## config.mk

```make
export PLATFORM = sky130hd
export DESIGN_NAME = bayer_tagger
export DESIGN_NICKNAME = d
export VERILOG_FILES = /design/src/common/hist_pkg.sv /design/src/logic/bayer_tagger.sv
export VERILOG_INCLUDE_DIRS = /design/src /design/src/common
export SDC_FILE = /design/constraint.sdc
export NUM_CORES = 1
export LEC_CHECK = 0
export ABC_AREA = 1
export ABC_CLOCK_PERIOD_IN_PS = 900
export BUFFER_PORTS_ARGS = -buffer_cell sky130_fd_sc_hd__buf_2
export CORE_AREA = 4 4 41 43
export CTS_CLUSTER_SIZE = 24
export DETAILED_ROUTE_END_ITERATION = 8
export DIE_AREA = 0 0 45 47
export MAX_ROUTING_LAYER = met4
export SLEW_MARGIN = 10
export SYNTH_ARGS = -nofsm -noshare
export SYNTH_HDL_FRONTEND = slang
export SYNTH_SLANG_ARGS = --single-unit
export TNS_END_PERCENT = 5
```

## constraint.sdc

```tcl
create_clock -name pclk -period 0.9 [get_ports pclk]
set_input_delay 0.045 -clock pclk [delete_from_list [all_inputs] [get_ports pclk]]
set_output_delay 0.045 -clock pclk [all_outputs]
set_load 0.005 [all_outputs]
```

## src/common/hist_params.svh

```systemverilog
/*
 * histogram constants
 * pixel, color and bin widths, count width, window coordinate width,
 * default bayer phase and readout latency
 */
`ifndef HIST_PARAMS_SVH
`define HIST_PARAMS_SVH

`define HIST_PIX_W      8       // sensor pixel bits
`define HIST_COLOR_W    2       // bayer color tag
`define HIST_BIN_W      10      // color + pixel, 1024 bins
`define HIST_CNT_W      32      // one bin count
`define HIST_GEOM_W     16      // one window coordinate

`define HIST_BAYER_XOR  2'b00   // {line, pixel} phase of the bayer pattern
`define HIST_RD_LAT     2       // read address to hist_dv_o

`endif

```

## src/common/hist_pkg.sv

```systemverilog
/*
 * histogram shared types
 * window geometry, bin address, bin count and a tagged pixel
 * as it enters the accumulator
 */
`include "hist_params.svh"

package hist_pkg;

    typedef struct packed {
        logic [`HIST_GEOM_W-1:0] top;        // lines skipped before window
        logic [`HIST_GEOM_W-1:0] left;       // pixels skipped before window
        logic [`HIST_GEOM_W-1:0] height_m1;  // window lines - 1
        logic [`HIST_GEOM_W-1:0] width_m1;   // window pixels - 1
    } hist_window_t;

    typedef struct packed {
        logic [`HIST_COLOR_W-1:0] color;  // high part of bin index
        logic [`HIST_PIX_W-1:0]   pixel;  // low part
    } bin_addr_t;

    typedef logic [`HIST_CNT_W-1:0] hist_cnt_t;

    typedef struct packed {
        logic      valid;  // pixel inside window, count it
        bin_addr_t addr;
    } tagged_pix_t;

endpackage

```

## src/logic/bayer_tagger.sv

```systemverilog
/*
 * bayer color tagger
 * tracks pixel and line parity, applies the pattern phase and
 * registers each pixel with its color as a bin address
 */
`timescale 1ns/1ps
`include "hist_params.svh"

module bayer_tagger #(
    parameter logic [`HIST_COLOR_W-1:0] bayer_xor = `HIST_BAYER_XOR
) (
    input  logic                  pclk,
    input  logic                  hist_rst_pclk,
    input  logic                  sof_i,
    input  logic                  hact_i,
    input  logic [`HIST_PIX_W-1:0] pixel_i,
    input  logic                  monochrome_i,
    output hist_pkg::bin_addr_t   bin_o
);
    logic hact_d;
    logic pix_phase;  // color[0] of current pixel
    logic line_phase; // color[1] of current line

    always_ff @(posedge pclk) begin
        if (hist_rst_pclk) begin
            hact_d     <= 1'b0;
            pix_phase  <= bayer_xor[0];
            line_phase <= bayer_xor[1];
        end else begin
            hact_d <= hact_i;
            if (sof_i || !hact_i) pix_phase <= bayer_xor[0]; // pixel 0 phase during gaps
            else                  pix_phase <= ~pix_phase;
            if (sof_i)                line_phase <= bayer_xor[1]; // line 0
            else if (!hact_i && hact_d) line_phase <= ~line_phase;  // line end
        end
    end

    // pixel with its color as bin address
    always_ff @(posedge pclk) begin
        bin_o.color <= monochrome_i ? '0 : {line_phase, pix_phase};
        bin_o.pixel <= pixel_i;
    end

endmodule

```

==> results.md <==
* Initial core utilization at 0.244
* CTS resizes at 0
* CTS tree: done
* DRT iter0 DRCs at 5
* Hold WS at around 0.4 ns
* Vias at a little under 300
* DR vias/cell at ~3.8
* NumNets Final at 77
* Crit path DAT at between 0.9 and 1 ns
* Critical Path Sink Type: flop
* Post-route ant nets at 0
* Core area at 1300 um2
* Status: finished, final reports clean
* Cells after Synth at 25
* Clk_skew at between 0.0002 and 0.0003 ns
* Post-DP Area at about 450 um2
* Hold Path Class: input pin to flop
* Worst-Margin Slew at approximately 0.12 ns
* Final Hold Viols at 0
* CP max FO at 3
* WL final at slightly above 800 um
* Final setup TNS at 0 ns
* Worst slew margin at 0.919
* Sink Count at 13
* CTS buffer count at 3
* Initial antenna violation count at 0
* Number of hold buffers added after CTS at 11
* Max-slew violations at 0
* Syn-to-layout area delta at 86.6%
* Highest routed metal layer: met3
* Remaining DRCs at 0
* VDD IR max at about 0.00086 V
* Total power at approximately 1.1 mW
* Post-layout util at 0.456
* Sequential-to-total area share from yosys stat at 0.819
* Syn. warnings at 0
* Dpl cells at 62
* H-tree Lvls at 1
* RSZ-0062 raised after global routing: no
* Max Fclk at about 1300 MHz
* Setup bufs post-CTS at 0
* Total Routing Usage GR at 0.102
* M1 wire length at approximately 330 um
* Max Cap Violations at 0
* Avg Inst Size Synth at around 13 um2
* GRT overflow at 0
* Clk root buf: clkbuf_4
* WL met3 at about 150 um
* Die ar. at ~2100 um2
* PortBufs at 22
* First-pass GRT wire length at ~1400 um
* I/O pin count at 23
* HPWL after DPL at between 500 and 600 um
* Crit path time final at around 0.75 ns
* LEAKAGE at about 0.29 nW
* WP data required at about 1.1 ns
* Mapped cell area at roughly 320 um2
* Inserted Diodes at 0
* DIE WIDTH at around 45 um
* Post-Syn Nets at 38
* Crit start category: input pin
* Final design area excluding fillers at a little under 600 um2
* GP Congestion at approximately 0.60
* # setup viols final at 0
* Clk_lat worst skew at roughly 0.27 ns
* Number of synthesized register bits at 13
* Detailed Routing Iterations Pass 1 at 3
* Post-route setup slack at about 0.15 ns
* Dpl ws at 0.263 ns
* Crit share post-route at 0.837
* Die H at about 47 um
* Layout cells sized above 1 at 0.444
* Clk pin slew, worst setup/hold paths at about 0.080 ns
* Cell Rows at 13
* Clock tree buffer depth at 2
* Wire length on met2 at approximately 350 um
* PwrDens at 1790 nW/um2
* Vias in the first global route at between 300 and 400
* Synth unique cells at 9
* Avg WL per Cell at ~11 um
* Final Non-Filler Cells at 78
* Filler cells at 134
* CP Class: input pin to flop
* Pin count of the biggest net entering global routing at 8
## Yosys cell counts
cell type   n  area (um2)
dfxtp_1    13         260
nor2_1      4        15.0
inv_1       2        7.51
a21oi_1     1        5.00
and3_1      1        6.26
inv_2       1        3.75
nand2_1     1        3.75
nand3_2     1        10.0
nor2_2      1        6.26
## placed cells by master (no fill, tap or decap)
cell type      Yosys  routed
and3_1             1       1
buf_2              0      22
inv_2              1       1
a21oi_1            1       1
dfxtp_1           13      13
clkbuf_1           0       1
dlygate4sd3_1      0      12
nand3_2            1       1
nor2_1             4       4
nand2_1            1       1
nor2_2             1       1
inv_1              2       2
clkbuf_4           0       3
## routing by layer
metal  up-vias  global-route usage
li1        150                   -
met1       118              0.0951
met2        27               0.153
met3         0              0.0766
met4         0              0.0526
met5         -                   -
## worst max-delay path, stage by stage
cell	delay [ns]
dlygate4sd3_1	0.54
buf_2	0.13
inv_2	0.07
nand3_2	0.05
nand2_1	0.06
nor2_1	0.03
## flip-flops by register name, indices dropped and copies added (netlist names)
name and flops:
bin_o 10, hact_d 1, line_phase 1, pix_phase 1
## area by class of cell
class | count | area [um2] | share of cell area
clock buffers | 4 | 26.3 | 0.0443
well taps | 15 | 18.8 | 0.0316
inverters | 3 | 11.3 | 0.0190
repair buffers | 34 | 230 | 0.388
flip-flops and latches | 13 | 260 | 0.439
multi-input cells | 9 | 46.3 | 0.0781
## cells by family after synthesis
logic type / Yosys count / synth area share
compound gates: 1 / 0.0157
flops: 13 / 0.819
buf+inv: 3 / 0.0354
simple gates: 8 / 0.130
## where the power goes
| part | switching (mW) | internal [mW] |
|---|---|---|
| clock | 0.181 | 0.172 |
| combinational | 0.0326 | 0.0704 |
| sequential | 0.00757 | 0.601 |
## final timing paths
| check | cells past startpoint | slack [ns] | endpoint | startpoint |
|---|---|---|---|---|
| setup / recovery | 6 | 0.15 | line_phase | hact_i |
| hold / removal | 2 | 0.40 | bin_o[2] | pixel_i[2] |
| setup reg to reg | 3 | 0.26 | line_phase | line_phase |
| hold reg to reg | 2 | 0.44 | bin_o[8] | pix_phase |
Note: power is estimated with default switching activity, not from simulation.
