$ cat src/common/hist_params.svh
/*
 * histogram constants
 * pixel, color and bin widths, count width, window coordinate width,
 * default bayer phase and readout latency
 */
`ifndef HIST_PARAMS_SVH
`define HIST_PARAMS_SVH

`define HIST_PIX_W      8       // sensor pixel bits
`define HIST_COLOR_W    2       // bayer color tag
`define HIST_BIN_W      10      // color + pixel, 1024 bins
`define HIST_CNT_W      32      // one bin count
`define HIST_GEOM_W     16      // one window coordinate

`define HIST_BAYER_XOR  2'b00   // {line, pixel} phase of the bayer pattern
`define HIST_RD_LAT     2       // read address to hist_dv_o

`endif

$ cat src/common/hist_pkg.sv
/*
 * histogram shared types
 * window geometry, bin address, bin count and a tagged pixel
 * as it enters the accumulator
 */
`include "hist_params.svh"

package hist_pkg;

    typedef struct packed {
        logic [`HIST_GEOM_W-1:0] top;        // lines skipped before window
        logic [`HIST_GEOM_W-1:0] left;       // pixels skipped before window
        logic [`HIST_GEOM_W-1:0] height_m1;  // window lines - 1
        logic [`HIST_GEOM_W-1:0] width_m1;   // window pixels - 1
    } hist_window_t;

    typedef struct packed {
        logic [`HIST_COLOR_W-1:0] color;  // high part of bin index
        logic [`HIST_PIX_W-1:0]   pixel;  // low part
    } bin_addr_t;

    typedef logic [`HIST_CNT_W-1:0] hist_cnt_t;

    typedef struct packed {
        logic      valid;  // pixel inside window, count it
        bin_addr_t addr;
    } tagged_pix_t;

endpackage

$ cat src/window/woi_tracker.sv
/*
 * window of interest tracker
 * samples window geometry at sof, walks lines and pixels with down-counters
 * and flags pixels inside the window one cycle after they arrive.
 * pulses frame_done at the first line start after the window
 */
`timescale 1ns/1ps
`include "hist_params.svh"

module woi_tracker (
    input  logic                   pclk,
    input  logic                   hist_rst_pclk,
    input  logic                   sof_i,
    input  logic                   hact_i,
    input  hist_pkg::hist_window_t window_i,
    input  logic                   hist_en_i,
    input  logic                   busy_i,        // readout still running
    output logic                   in_woi_o,
    output logic                   frame_done_o
);
    import hist_pkg::*;

    hist_window_t            win_r;          // geometry of current frame
    logic                    hact_d;
    logic                    line_start_w;
    logic                    frame_start_w;
    logic                    frame_active;   // counted frame, until done
    logic                    top_margin;     // above the window
    logic                    vert_woi;       // lines inside the window
    logic                    left_margin;    // left of the window
    logic                    hor_woi;        // pixels inside the window
    logic [`HIST_GEOM_W-1:0] vcntr;          // lines to go
    logic [`HIST_GEOM_W-1:0] hcntr;          // pixels to go
    logic                    vcntr_zero_w;
    logic                    line_woi_w;     // current line vertically inside
    logic                    lm_w;           // current pixel in left margin
    logic                    hw_w;           // current pixel inside
    logic [`HIST_GEOM_W-1:0] hc_w;           // current pixel count
    logic                    lm_nx;
    logic                    hw_nx;
    logic [`HIST_GEOM_W-1:0] hc_nx;

    assign line_start_w  = hact_i & ~hact_d;
    assign frame_start_w = sof_i & hist_en_i & ~busy_i; // no new frame during readout
    assign vcntr_zero_w  = ~|vcntr;

    // line state must already hold for pixel 0, so look ahead at line start
    always_comb begin
        if (!line_start_w)   line_woi_w = vert_woi;
        else if (top_margin) line_woi_w = vcntr_zero_w;             // first window line
        else                 line_woi_w = vert_woi & ~vcntr_zero_w; // last line passed
    end

    always_comb begin
        if (line_start_w) begin                  // reload from sampled window
            lm_w = |win_r.left;
            hw_w = ~|win_r.left;
            hc_w = lm_w ? win_r.left - 1'b1 : win_r.width_m1;
        end else begin
            lm_w = left_margin;
            hw_w = hor_woi;
            hc_w = hcntr;
        end
        lm_nx = lm_w & (|hc_w);
        hw_nx = lm_w ? ~|hc_w : (hw_w & (|hc_w));
        hc_nx = (lm_w && !(|hc_w)) ? win_r.width_m1 : hc_w - 1'b1;
    end

    always_ff @(posedge pclk) begin
        if (hist_rst_pclk) begin
            hact_d       <= 1'b0;
            frame_active <= 1'b0;
            top_margin   <= 1'b0;
            vert_woi     <= 1'b0;
            left_margin  <= 1'b0;
            hor_woi      <= 1'b0;
            in_woi_o     <= 1'b0;
            frame_done_o <= 1'b0;
        end else begin
            hact_d       <= hact_i;
            frame_done_o <= frame_active & line_start_w & vert_woi & vcntr_zero_w;
            if (sof_i) begin                     // any sof restarts, counted or not
                frame_active <= frame_start_w;
                top_margin   <= frame_start_w;
                vert_woi     <= 1'b0;
            end else if (frame_active && line_start_w && vcntr_zero_w) begin
                if (top_margin) begin
                    top_margin <= 1'b0;
                    vert_woi   <= 1'b1;
                end else if (vert_woi) begin     // line after the window
                    vert_woi     <= 1'b0;
                    frame_active <= 1'b0;
                end
            end
            if (hact_i) begin
                left_margin <= lm_nx;
                hor_woi     <= hw_nx;
            end
            in_woi_o <= frame_active & line_woi_w & hw_w & hact_i & ~busy_i;
        end
    end

    always_ff @(posedge pclk) begin
        if (sof_i && hist_en_i) win_r <= window_i;
        if (sof_i)                                            vcntr <= window_i.top;
        else if (line_start_w && top_margin && vcntr_zero_w) vcntr <= win_r.height_m1;
        else if (line_start_w && !vcntr_zero_w)              vcntr <= vcntr - 1'b1;
        if (hact_i) hcntr <= hc_nx;
    end

    // frames only start while idle, so done never lands in a readout
    a_done_idle: assert property (@(posedge pclk) disable iff (hist_rst_pclk)
        $rose(frame_done_o) |-> !busy_i)
        else $error("frame_done during readout");

endmodule
$ cat config.mk
export PLATFORM = sky130hd
export DESIGN_NAME = woi_tracker
export DESIGN_NICKNAME = d
export VERILOG_FILES = /design/src/common/hist_pkg.sv /design/src/window/woi_tracker.sv
export VERILOG_INCLUDE_DIRS = /design/src /design/src/common
export SDC_FILE = /design/constraint.sdc
export NUM_CORES = 1
export LEC_CHECK = 0
export BUFFER_PORTS_ARGS = -buffer_cell sky130_fd_sc_hd__buf_2
export CORE_MARGIN = 2
export CORE_UTILIZATION = 60
export DETAILED_ROUTE_END_ITERATION = 10
export PLACE_DENSITY_LB_ADDON = 0.3
export SKIP_CTS_REPAIR_TIMING = 1
export SYNTH_ARGS = -nofsm -noshare
export SYNTH_HDL_FRONTEND = slang
export SYNTH_SLANG_ARGS = --single-unit
$ cat constraint.sdc
create_clock -name pclk -period 9.39 [get_ports pclk]
set_clock_uncertainty 0.1 [all_clocks]
set_input_delay 0.4695 -clock pclk [delete_from_list [all_inputs] [get_ports pclk]]
set_output_delay 0.4695 -clock pclk [all_outputs]
set_load 0.005 [all_outputs]
==> run summary <==
final instance area: 0.00542 mm^2
fin util: 69.4%
post-synthesis sequential area ratio: 52.7%
CTS clk-pin slew, worst paths: 0.10 ns
data arrival time of the critical path: 4.18 ns
Initial DRC Count: 367
GRT Overall Usage: 24.4%
Hold Startpoint: window_i[13]
Pwr Total: 875 uW
WL final: 10.2 mm
worst skew pair latency: 0.37 ns
Mapped Avg Cell Area: 11.1 um^2
Tmin final: 4.15 ns
initial antenna violation count: 0
Overflow after GRT: 0
CORE AREA: 0.00781 mm^2
most common cell in the synthesized netlist: edfxtp_1
max cap viols: 0
HP Class: primary input to flip-flop
Die Footprint: 0.00884 mm^2
via/cell ratio: 5.95
Critical path buffers and inverters: 1
mapped cell area: 0.00486 mm^2
DR WL/cell: 16.8 um
Worst Path Max Fanout: 24
H-Tree Depth: 3
Leakage: 1.99 nW
Crit. End Element: flip-flop
Filler Cells Inserted: 598
total CTS buffers: 9
EDFF count, synth: 80
Achievable Freq: 241 MHz
Netlist cell types: 76
first drt pass iteration count: 5
Slew @ Worst Pin: 1.16 ns
aggregate negative setup slack: 0 ns
Mapped Cells: 438
final hold vios: 0
CP Data Required Time: 9.42 ns
FFs w/ async S/R, synth: 0%
Final Instance Count excl. Fillers: 610
die width: 94.0 um
Top delay family on crit path: simple AND/OR/NAND/NOR gates
Crit Path Class: flip-flop to flip-flop
period utilisation layout: 44.2%
Synth top area share: 49.4%
Post-layout nets: 579
Placed Cells incl. Taps: 594
top post-synthesis cells by area: edfxtp_1 49%, nand2_1 4.2%, o21ai_0 4.0%
Clock Tree Buf Depth: 2
final setup fails: 0
placer congestion estimate: 0.937
Critical Path Source: win_r[32]$_DFFE_PP_
worst r2r src: win_r[32]$_DFFE_PP_
FF+latch count, synth: 88
io pins: 72
Slew headroom: 22.5%
Placement Cell Area: 0.00522 mm^2
Die H: 94.0 um
Primary FF master, synth: edfxtp_1
Root Driver: clkbuf_8
RSZ-0062 raised after global routing: false
number of cell rows: 32
Peak VDD IR: 105 uV
Synth area leader: edfxtp_1
Slew Viols, Final: 0
first-pass GRT wire length: 16.6 mm
detailed placement HPWL: 7.04 mm
Starting Density: 62.3%
Syn Nets: 514
outcome: finished clean
port bufs: 71
ANT cells: 0
layout cells sized above 1: 26.8%
area grow syn2layout: 11.4%
CP startpoint kind: flip-flop
PwrDens: 161 mW/mm^2
slowest CP cell: or4_1
vias in the first global route: 3458
Commonest cells post-synth: 80 x edfxtp_1, 55 x nand2_1, 39 x o21ai_0, 28 x nor2_1, 19 x a21oi_1
max incr delay on CP: 0.62 ns
drt drc: 0
largest net degree at the start of global routing: 50
Ys Warns: 0
clock sink total: 88
CTS tree: done
critical path, cell by cell: inv_1, ha_1, nor3b_1, nand4_2, o221ai_1, o22ai_1, or4_1, nor2_4, nand2_4, mux2_4
DR vias: 3632
Antenna Nets Post-Route: 0
-- worst paths after layout --
| path | slack [ns] | endpoint | depth (start not counted) |
|---|---|---|---|
| max | 5.24 | hcntr[0]$_DFFE_PP_ | 10 |
| min | 0.16 | win_r[13]$_DFFE_PP_ | 1 |
| max reg2reg | 5.24 | hcntr[0]$_DFFE_PP_ | 10 |
| min reg2reg | 0.42 | frame_done_o$_SDFF_PP0_ | 1 |
-- worst register-to-register path: stages (launching register included) --
cell and delay (ns):
edfxtp_1 0.45, inv_1 0.13, ha_1 0.20, nor3b_1 0.51, nand4_2 0.47, o221ai_1 0.38, o22ai_1 0.13, or4_1 0.62
nor2_4 0.27, nand2_4 0.27, mux2_4 0.37
-- registers in the layout (all words and copies together), names as in the netlist --
signal,flops
frame_active,1
frame_done_o,1
hact_d,1
hcntr,16
hor_woi,1
in_woi_o,1
left_margin,1
top_margin,1
vcntr,16
vert_woi,1
win_r,48
-- area by class of cell --
cell class | instances | area, um^2 | area share (%)
Timing Repair Buffer | 73 | 370 | 6.84
Sequential cell | 88 | 2560 | 47.3
Inverter | 10 | 37.5 | 0.693
Clock inverter | 7 | 70.1 | 1.29
Clock buffer | 9 | 124 | 2.29
Tap cell | 102 | 128 | 2.36
Multi-Input combinational cell | 321 | 2120 | 39.2
-- report_power, final --
group | switching (mW) | total [mW] | leakage, nW | internal, mW
Clock | 0.157 | 0.261 | 0.0959 | 0.104
Sequential | 0.0237 | 0.490 | 0.838 | 0.466
Combinational | 0.0678 | 0.123 | 1.06 | 0.0557
-- through the flow --
stage	worst slack (ns)	hold WS, ns
final	5.24	0.162
after CTS	5.29	0.149
after global placement	5.56	0.387
after global routing	5.01	0.143
after detailed placement	5.30	0.389
after floorplan	6.13	0.360
-- placed cells by master, fill, tap and decap left out, types with 6 or more instances in the layout --
cell	netlist	final
edfxtp_1	80	80
nand2_1	55	55
buf_2	2	71
clkbuf_8	3	9
nor3_1	8	8
nor4_1	6	6
o21ai_0	39	39
inv_1	10	10
a21oi_1	19	19
nand3_1	10	10
xnor2_1	16	16
nor2_2	8	8
xor2_1	13	13
dfxtp_1	8	8
ha_1	6	6
nor2_1	28	28
a21oi_2	9	9
-- cells by family (layout without fill, tap and decap cells) --
| logic type | count (synthesis) | after routing | synth area share, % |
|---|---|---|---|
| AO/OA/AOI/OAI | 107 | 107 | 15.1 |
| XOR/XNOR | 29 | 29 | 5.23 |
| adder cells (fa/ha/maj) | 6 | 6 | 1.54 |
| buffers and inverters | 29 | 99 | 3.60 |
| flip-flops | 88 | 88 | 52.7 |
| multiplexers | 6 | 6 | 1.39 |
| AND/OR/NAND/NOR | 173 | 173 | 20.4 |
-- metal layers --
metal  GRT usage [%]  part of all wire [%]
met4            6.88                   1.3
met1            33.0                    44
met2            39.5                    48
met3            5.86                   6.9
met5               0                     0
Power figures use the tool's default switching activity.
