===== config.mk =====
export PLATFORM = sky130hd
export DESIGN_NAME = hist_readout
export DESIGN_NICKNAME = d
export VERILOG_FILES = /design/src/common/hist_pkg.sv /design/src/accum/hist_readout.sv
export VERILOG_INCLUDE_DIRS = /design/src /design/src/common
export SDC_FILE = /design/constraint.sdc
export NUM_CORES = 1
export LEC_CHECK = 0
export BUFFER_PORTS_ARGS = -buffer_cell sky130_fd_sc_hd__buf_2
export CORE_ASPECT_RATIO = 0.75
export CORE_UTILIZATION = 25
export CTS_BUF_LIST = sky130_fd_sc_hd__clkbuf_16
export CTS_CLUSTER_DIAMETER = 30
export CTS_CLUSTER_SIZE = 10
export DETAILED_ROUTE_END_ITERATION = 12
export HOLD_SLACK_MARGIN = 0.02
export SLEW_MARGIN = 20
export SYNTH_ARGS = -nofsm -noshare
export SYNTH_HDL_FRONTEND = slang
export SYNTH_SLANG_ARGS = --single-unit

===== constraint.sdc =====
create_clock -name pclk -period 2 [get_ports pclk]
set_clock_uncertainty 0.15 [all_clocks]
set_input_delay 0.4 -clock pclk [delete_from_list [all_inputs] [get_ports pclk]]
set_output_delay 0.4 -clock pclk [all_outputs]
set_load 0.05 [all_outputs]

===== src/common/hist_params.svh =====
/*
 * histogram constants
 * pixel, color and bin widths, count width, window coordinate width,
 * default bayer phase and readout latency
 */
`ifndef HIST_PARAMS_SVH
`define HIST_PARAMS_SVH

`define HIST_PIX_W      8       // sensor pixel bits
`define HIST_COLOR_W    2       // bayer color tag
`define HIST_BIN_W      10      // color + pixel, 1024 bins
`define HIST_CNT_W      32      // one bin count
`define HIST_GEOM_W     16      // one window coordinate

`define HIST_BAYER_XOR  2'b00   // {line, pixel} phase of the bayer pattern
`define HIST_RD_LAT     2       // read address to hist_dv_o

`endif


===== src/common/hist_pkg.sv =====
/*
 * histogram shared types
 * window geometry, bin address, bin count and a tagged pixel
 * as it enters the accumulator
 */
`include "hist_params.svh"

package hist_pkg;

    typedef struct packed {
        logic [`HIST_GEOM_W-1:0] top;        // lines skipped before window
        logic [`HIST_GEOM_W-1:0] left;       // pixels skipped before window
        logic [`HIST_GEOM_W-1:0] height_m1;  // window lines - 1
        logic [`HIST_GEOM_W-1:0] width_m1;   // window pixels - 1
    } hist_window_t;

    typedef struct packed {
        logic [`HIST_COLOR_W-1:0] color;  // high part of bin index
        logic [`HIST_PIX_W-1:0]   pixel;  // low part
    } bin_addr_t;

    typedef logic [`HIST_CNT_W-1:0] hist_cnt_t;

    typedef struct packed {
        logic      valid;  // pixel inside window, count it
        bin_addr_t addr;
    } tagged_pix_t;

endpackage


===== src/accum/hist_readout.sv =====
/*
 * histogram readout sequencer
 * requests transfer after frame_done, steps bins 0..1023 on each
 * granted cycle and stays busy until the last count leaves
 */
`timescale 1ns/1ps
`include "hist_params.svh"

module hist_readout (
    input  logic                pclk,
    input  logic                hist_rst_pclk,
    input  logic                frame_done_i,
    input  logic                hist_grant_i,
    output logic                hist_rq_o,
    output logic                rd_en_o,
    output hist_pkg::bin_addr_t rd_addr_o,
    output logic                busy_o
);
    logic [`HIST_BIN_W-1:0]  rd_addr_r;
    logic                    last_rd_w;   // bin 1023 read now
    logic [`HIST_RD_LAT-1:0] tail_sr;     // last read travelling to hist_dv_o

    assign rd_en_o   = hist_rq_o & hist_grant_i;  // grant low just pauses
    assign last_rd_w = rd_en_o & (&rd_addr_r);
    assign rd_addr_o = rd_addr_r;

    always_ff @(posedge pclk) begin
        if (hist_rst_pclk) begin
            hist_rq_o <= 1'b0;
            busy_o    <= 1'b0;
            rd_addr_r <= '0;
            tail_sr   <= '0;
        end else begin
            if (frame_done_i)   hist_rq_o <= 1'b1;    // pending bins
            else if (last_rd_w) hist_rq_o <= 1'b0;

            if (frame_done_i) rd_addr_r <= '0;
            else if (rd_en_o) rd_addr_r <= rd_addr_r + 1'b1;

            tail_sr <= {tail_sr[`HIST_RD_LAT-2:0], last_rd_w};

            if (frame_done_i)                 busy_o <= 1'b1;
            else if (tail_sr[`HIST_RD_LAT-1]) busy_o <= 1'b0; // last data out
        end
    end

    // reads only happen inside a readout
    a_rd_in_readout: assert property (@(posedge pclk) disable iff (hist_rst_pclk)
        rd_en_o |-> busy_o)
        else $error("read outside readout");

endmodule


==> results <==
- The worst setup path is launched from a register.
- The detailed router finished its first iteration with 18 violations.
- The die footprint is 0.002563 sq mm.
- The flow ran to the end, and the final reports show no timing, DRC or antenna violations.
- The completed layout was analyzed and its total power is 0.6902 mW.
- The DRC violation count after routing is 0.
- The antenna diode count is 0.
- The critical path arrival is 1150 ps.
- Across the run, the number of max-cap violations was 0.
- The global-route congestion overflow total is 0.
- On the final layout, the worst hold slack is 256.7 ps.
- Of the total power, the share spent switching nets is 19.72%.
- The cell type contributing the most total cell area after synthesis is sky130_fd_sc_hd__dfxtp_1.
- In this run the power density over the cells is 882.7 mW/mm^2.
- CTS built an H-tree with a depth of 1.
- Routability-driven placement finished with a final weighted congestion of 0.7854.
- The utilization after layout is 36.89%.
- The number of detailed-route iterations in the first pass is 4.
- STA classifies the critical path endpoint as an output pin.
- VDD sags by at most 0.4852 mV.
- The synthesized area per cell is 8.948 sq um.
- Fill cells in the final layout number 228.
- The post-synthesis share of cell area spent on full adders, half adders and majority gates is 2.119%.
- Counting I/O delays and the setup requirement, the final critical path takes 1695 ps.
- For this run, the number of Yosys warnings is 0.
- The final-stage net count is 91.
- The least setup slack across all paths after layout is 304.8 ps.
- The critical hold path startpoint is hist_rst_pclk.
- The area of the core is 0.002120 sq mm.
- After Yosys synthesis, XOR and XNOR cells account for 2.966% of the synthesized area.
- The compound-cell area share of the yosys netlist is 16.53%.
- Relative to the synthesized area, the layout overhead comes to 32.42%.
- The most common cell in the synthesized netlist is sky130_fd_sc_hd__dfxtp_1.
- In this run, flip-flops and latches consume 41.7% of the power.
- The count of placed standard cells including taps is 113.
- The pin count of the biggest net entering global routing is 10.
- Wires add up to 1306 um.
- By area, the combinational part of the netlist is dominated by simple AND/OR/NAND/NOR gates.
- The standard-cell row count is 14.
- After synthesis, the most frequently instantiated cells are sky130_fd_sc_hd__dfxtp_1, sky130_fd_sc_hd__a21oi_1, sky130_fd_sc_hd__nand2_1, sky130_fd_sc_hd__nor2_1.
- Once detailed placement completed, the half-perimeter wirelength came to 955.7 um.
- The maximum fanout along the worst path is 6.
- The number of endpoints with negative hold slack in the final report is 0.
- The sequential cell area is 280.3 sq um.
- In the final routed layout, each cell accounts on average for 11.26 um.
- The design area is 782.0 sq um.
- Data on the critical path is required at its endpoint by 1450 ps.
- The root buffer cell chosen for the clock tree is sky130_fd_sc_hd__clkbuf_16.
- The slew of the pin with the lowest slew margin is 291.6 ps.
- Setup repair after global routing left no endpoint under its margin.
- Across all layers, the routed design uses 561 vias.
- The first global-routing pass estimated 2173 um of wire.
- In this run, post-CTS repair resized a total of 0 instances.
- The count of input and output buffers is 16.
- The share of power burned in combinational logic is 5.7%.
- The synthesized netlist occupies a cell area of 590.6 sq um.
- In this run the worst setup path begins at hist_rq_o.
- The clock net sink count is 14.
- The floorplan step set the die height to 44.09 um.
- The synthesized net count is 71.
- The worst pin sits at a relative slew slack of 80.31%.
- The top cell type's share of synthesized area is 47.46%.
- The clock network latency to the later pin of the worst-skew pair is 240 ps.
- The reg-to-reg startpoint is rd_addr_o[0].
- The initial antenna violation count is 0.
- The total I/O pin count is 17.
- The synthesized design contains 14 register bits.
- The count of mapped cells out of synthesis is 66.
- The clock tree from TritonCTS is yes.
- Global routing used 11.51% of the available tracks.
- The clock power share is 52.6%.
- The total negative slack for setup checks is 0 ps.
- After detailed routing, the number of vias per cell comes to 4.836.
- The internal power component is 0.5541 mW.
- Summed over all cells, the static leakage comes to 0.2977 nW.
- In this run, synthesis inferred 0 flip-flops with an integrated enable.
- Summing the areas of all and, or, nand and nor instances in the mapped netlist gives 28.39% of the synthesized area.
- The post-CTS setup buffer count is 0.
- The cts-stage hold buffer count is 0.
- The final critical-path share of the clock period is 84.76%.
- The highest achievable clock rate is 589.9 MHz.
- The count of unique library cells instantiated by Yosys is 23.
- The die is 58.12 um wide.
- The initial standard-cell utilization of the core is 27.86%.
- Setup violations remaining at the end of the flow were counted as 0.
- Before CTS, the worst setup slack after placement is 377.7 ps.
- The most used flip-flop cell after synthesis is sky130_fd_sc_hd__dfxtp_1.
- The largest single stage delay on the critical path is 430 ps.
- The analysis attributes to net switching a power of 0.1362 mW.
- The placed cell area is 706.9 sq um.
- Counting along the longest clock path gives a buffer depth of 2.
- The kind of critical path is reg2out.
- Measured against the total synthesized area, the mux share comes to 0%.
- The async set or reset register ratio after synthesis is 0%.
- The sequential element share of the synthesized area is 47.46%.
- Buffers inserted during clock tree synthesis total 3.
- By area the synthesized netlist is led by sky130_fd_sc_hd__dfxtp_1, sky130_fd_sc_hd__a21oi_1, sky130_fd_sc_hd__nand4_1, sky130_fd_sc_hd__or3_1, sky130_fd_sc_hd__o21ai_0.
- The number of global-route vias before repair was 476.
- The count of nets left with antenna violations once routing finished came out at 0.
- The total count of max-transition violations in the final report is 0.
- Walking the worst path, the cells encountered are nand2_1 -> inv_1 -> buf_2.
- Excluding fillers, the count of instances in the completed layout stands at 116.
- The cell at the slowest stage of the critical path is sky130_fd_sc_hd__dfxtp_1.
- The multi-input gate area in the final layout is 295.3 sq um.
- The share of cells above drive strength 1 is 27.38%.
- The worst hold path class is in2reg.
- The clock slew at the register clock pins of the worst setup and hold paths is 40 ps.
path summary, 6_finish.rpt:
| path | end | slack, ps | depth (start not counted) |
|---|---|---|---|
| worst max-delay path | rd_en_o | 300 | 3 |
| worst min-delay path | busy_o | 260 | 2 |
| worst max register to register | rd_addr_o[8] | 380 | 4 |
| worst min register to register | tail_sr[1] | 300 | 1 |
placed cells by master, fill, tap and decap left out:
| cell | synthesis | final |
|---|---|---|
| sky130_fd_sc_hd__or3_1 | 4 | 4 |
| sky130_fd_sc_hd__clkbuf_16 | 0 | 3 |
| sky130_fd_sc_hd__nand3_1 | 2 | 2 |
| sky130_fd_sc_hd__or4_1 | 1 | 1 |
| sky130_fd_sc_hd__or2_2 | 1 | 1 |
| sky130_fd_sc_hd__a21oi_1 | 7 | 7 |
| sky130_fd_sc_hd__or3_2 | 2 | 2 |
| sky130_fd_sc_hd__o41ai_1 | 2 | 2 |
| sky130_fd_sc_hd__nand2_1 | 5 | 5 |
| sky130_fd_sc_hd__nand4_1 | 4 | 4 |
| sky130_fd_sc_hd__nor2b_1 | 1 | 1 |
| sky130_fd_sc_hd__buf_2 | 0 | 16 |
| sky130_fd_sc_hd__o31ai_1 | 1 | 1 |
| sky130_fd_sc_hd__nor2_1 | 5 | 5 |
| sky130_fd_sc_hd__nand3_4 | 1 | 1 |
| sky130_fd_sc_hd__inv_1 | 3 | 3 |
| sky130_fd_sc_hd__xnor2_1 | 1 | 1 |
| sky130_fd_sc_hd__o21ai_0 | 4 | 4 |
| sky130_fd_sc_hd__dfxtp_1 | 14 | 14 |
| sky130_fd_sc_hd__nor3_1 | 1 | 1 |
| sky130_fd_sc_hd__o311ai_0 | 2 | 2 |
| sky130_fd_sc_hd__xor2_1 | 1 | 1 |
| sky130_fd_sc_hd__ha_1 | 1 | 1 |
| sky130_fd_sc_hd__nor4_1 | 2 | 2 |
power by group through the flow:
| stage | combinational (mW) | clock [mW] | sequential, mW |
|---|---|---|---|
| global placement | 0.0399 | 0 | 0.293 |
| detailed placement | 0.0397 | 0 | 0.293 |
| global route | 0.0421 | 0.389 | 0.288 |
| CTS | 0.0397 | 0.375 | 0.288 |
| floorplan | 0.0141 | 0 | 0.305 |
| finish | 0.0394 | 0.363 | 0.288 |
sequential cells by signal, summed over array words and instances, names as in the netlist:
name / cells
busy_o: 1
hist_rq_o: 1
rd_addr_o: 10
tail_sr: 2
logic make-up (layout without fill, tap and decap cells):
family	Yosys count	count (layout)
compound gates	16	16
xor+xnor	2	2
fa+ha+maj	1	1
buf+inv	4	22
flops	14	14
simple gates	29	29
layout make-up:
cell class / count / share of cell area (%)
tap: 32 / 5.120
timing repair buffer: 16 / 10.24
sequential: 14 / 35.84
inverter: 3 / 1.440
multi-input combinational: 48 / 37.76
clock buffer: 3 / 9.600
critical path: cells and delay by family, from the launching register on:
family                 cells  cell delay (ps)
buffers and inverters      2              320
DFF                        1              430
and+or+nand+nor            1              150
metal layers:
layer	global-route usage, %	vias up	wire, um
met5	0	-	0
met4	5.714	0	19
met3	4.386	2	47
met2	16.55	11	537
met1	15.16	264	701
li1	-	284	-
No activity file was read; power rests on OpenSTA's default activity.
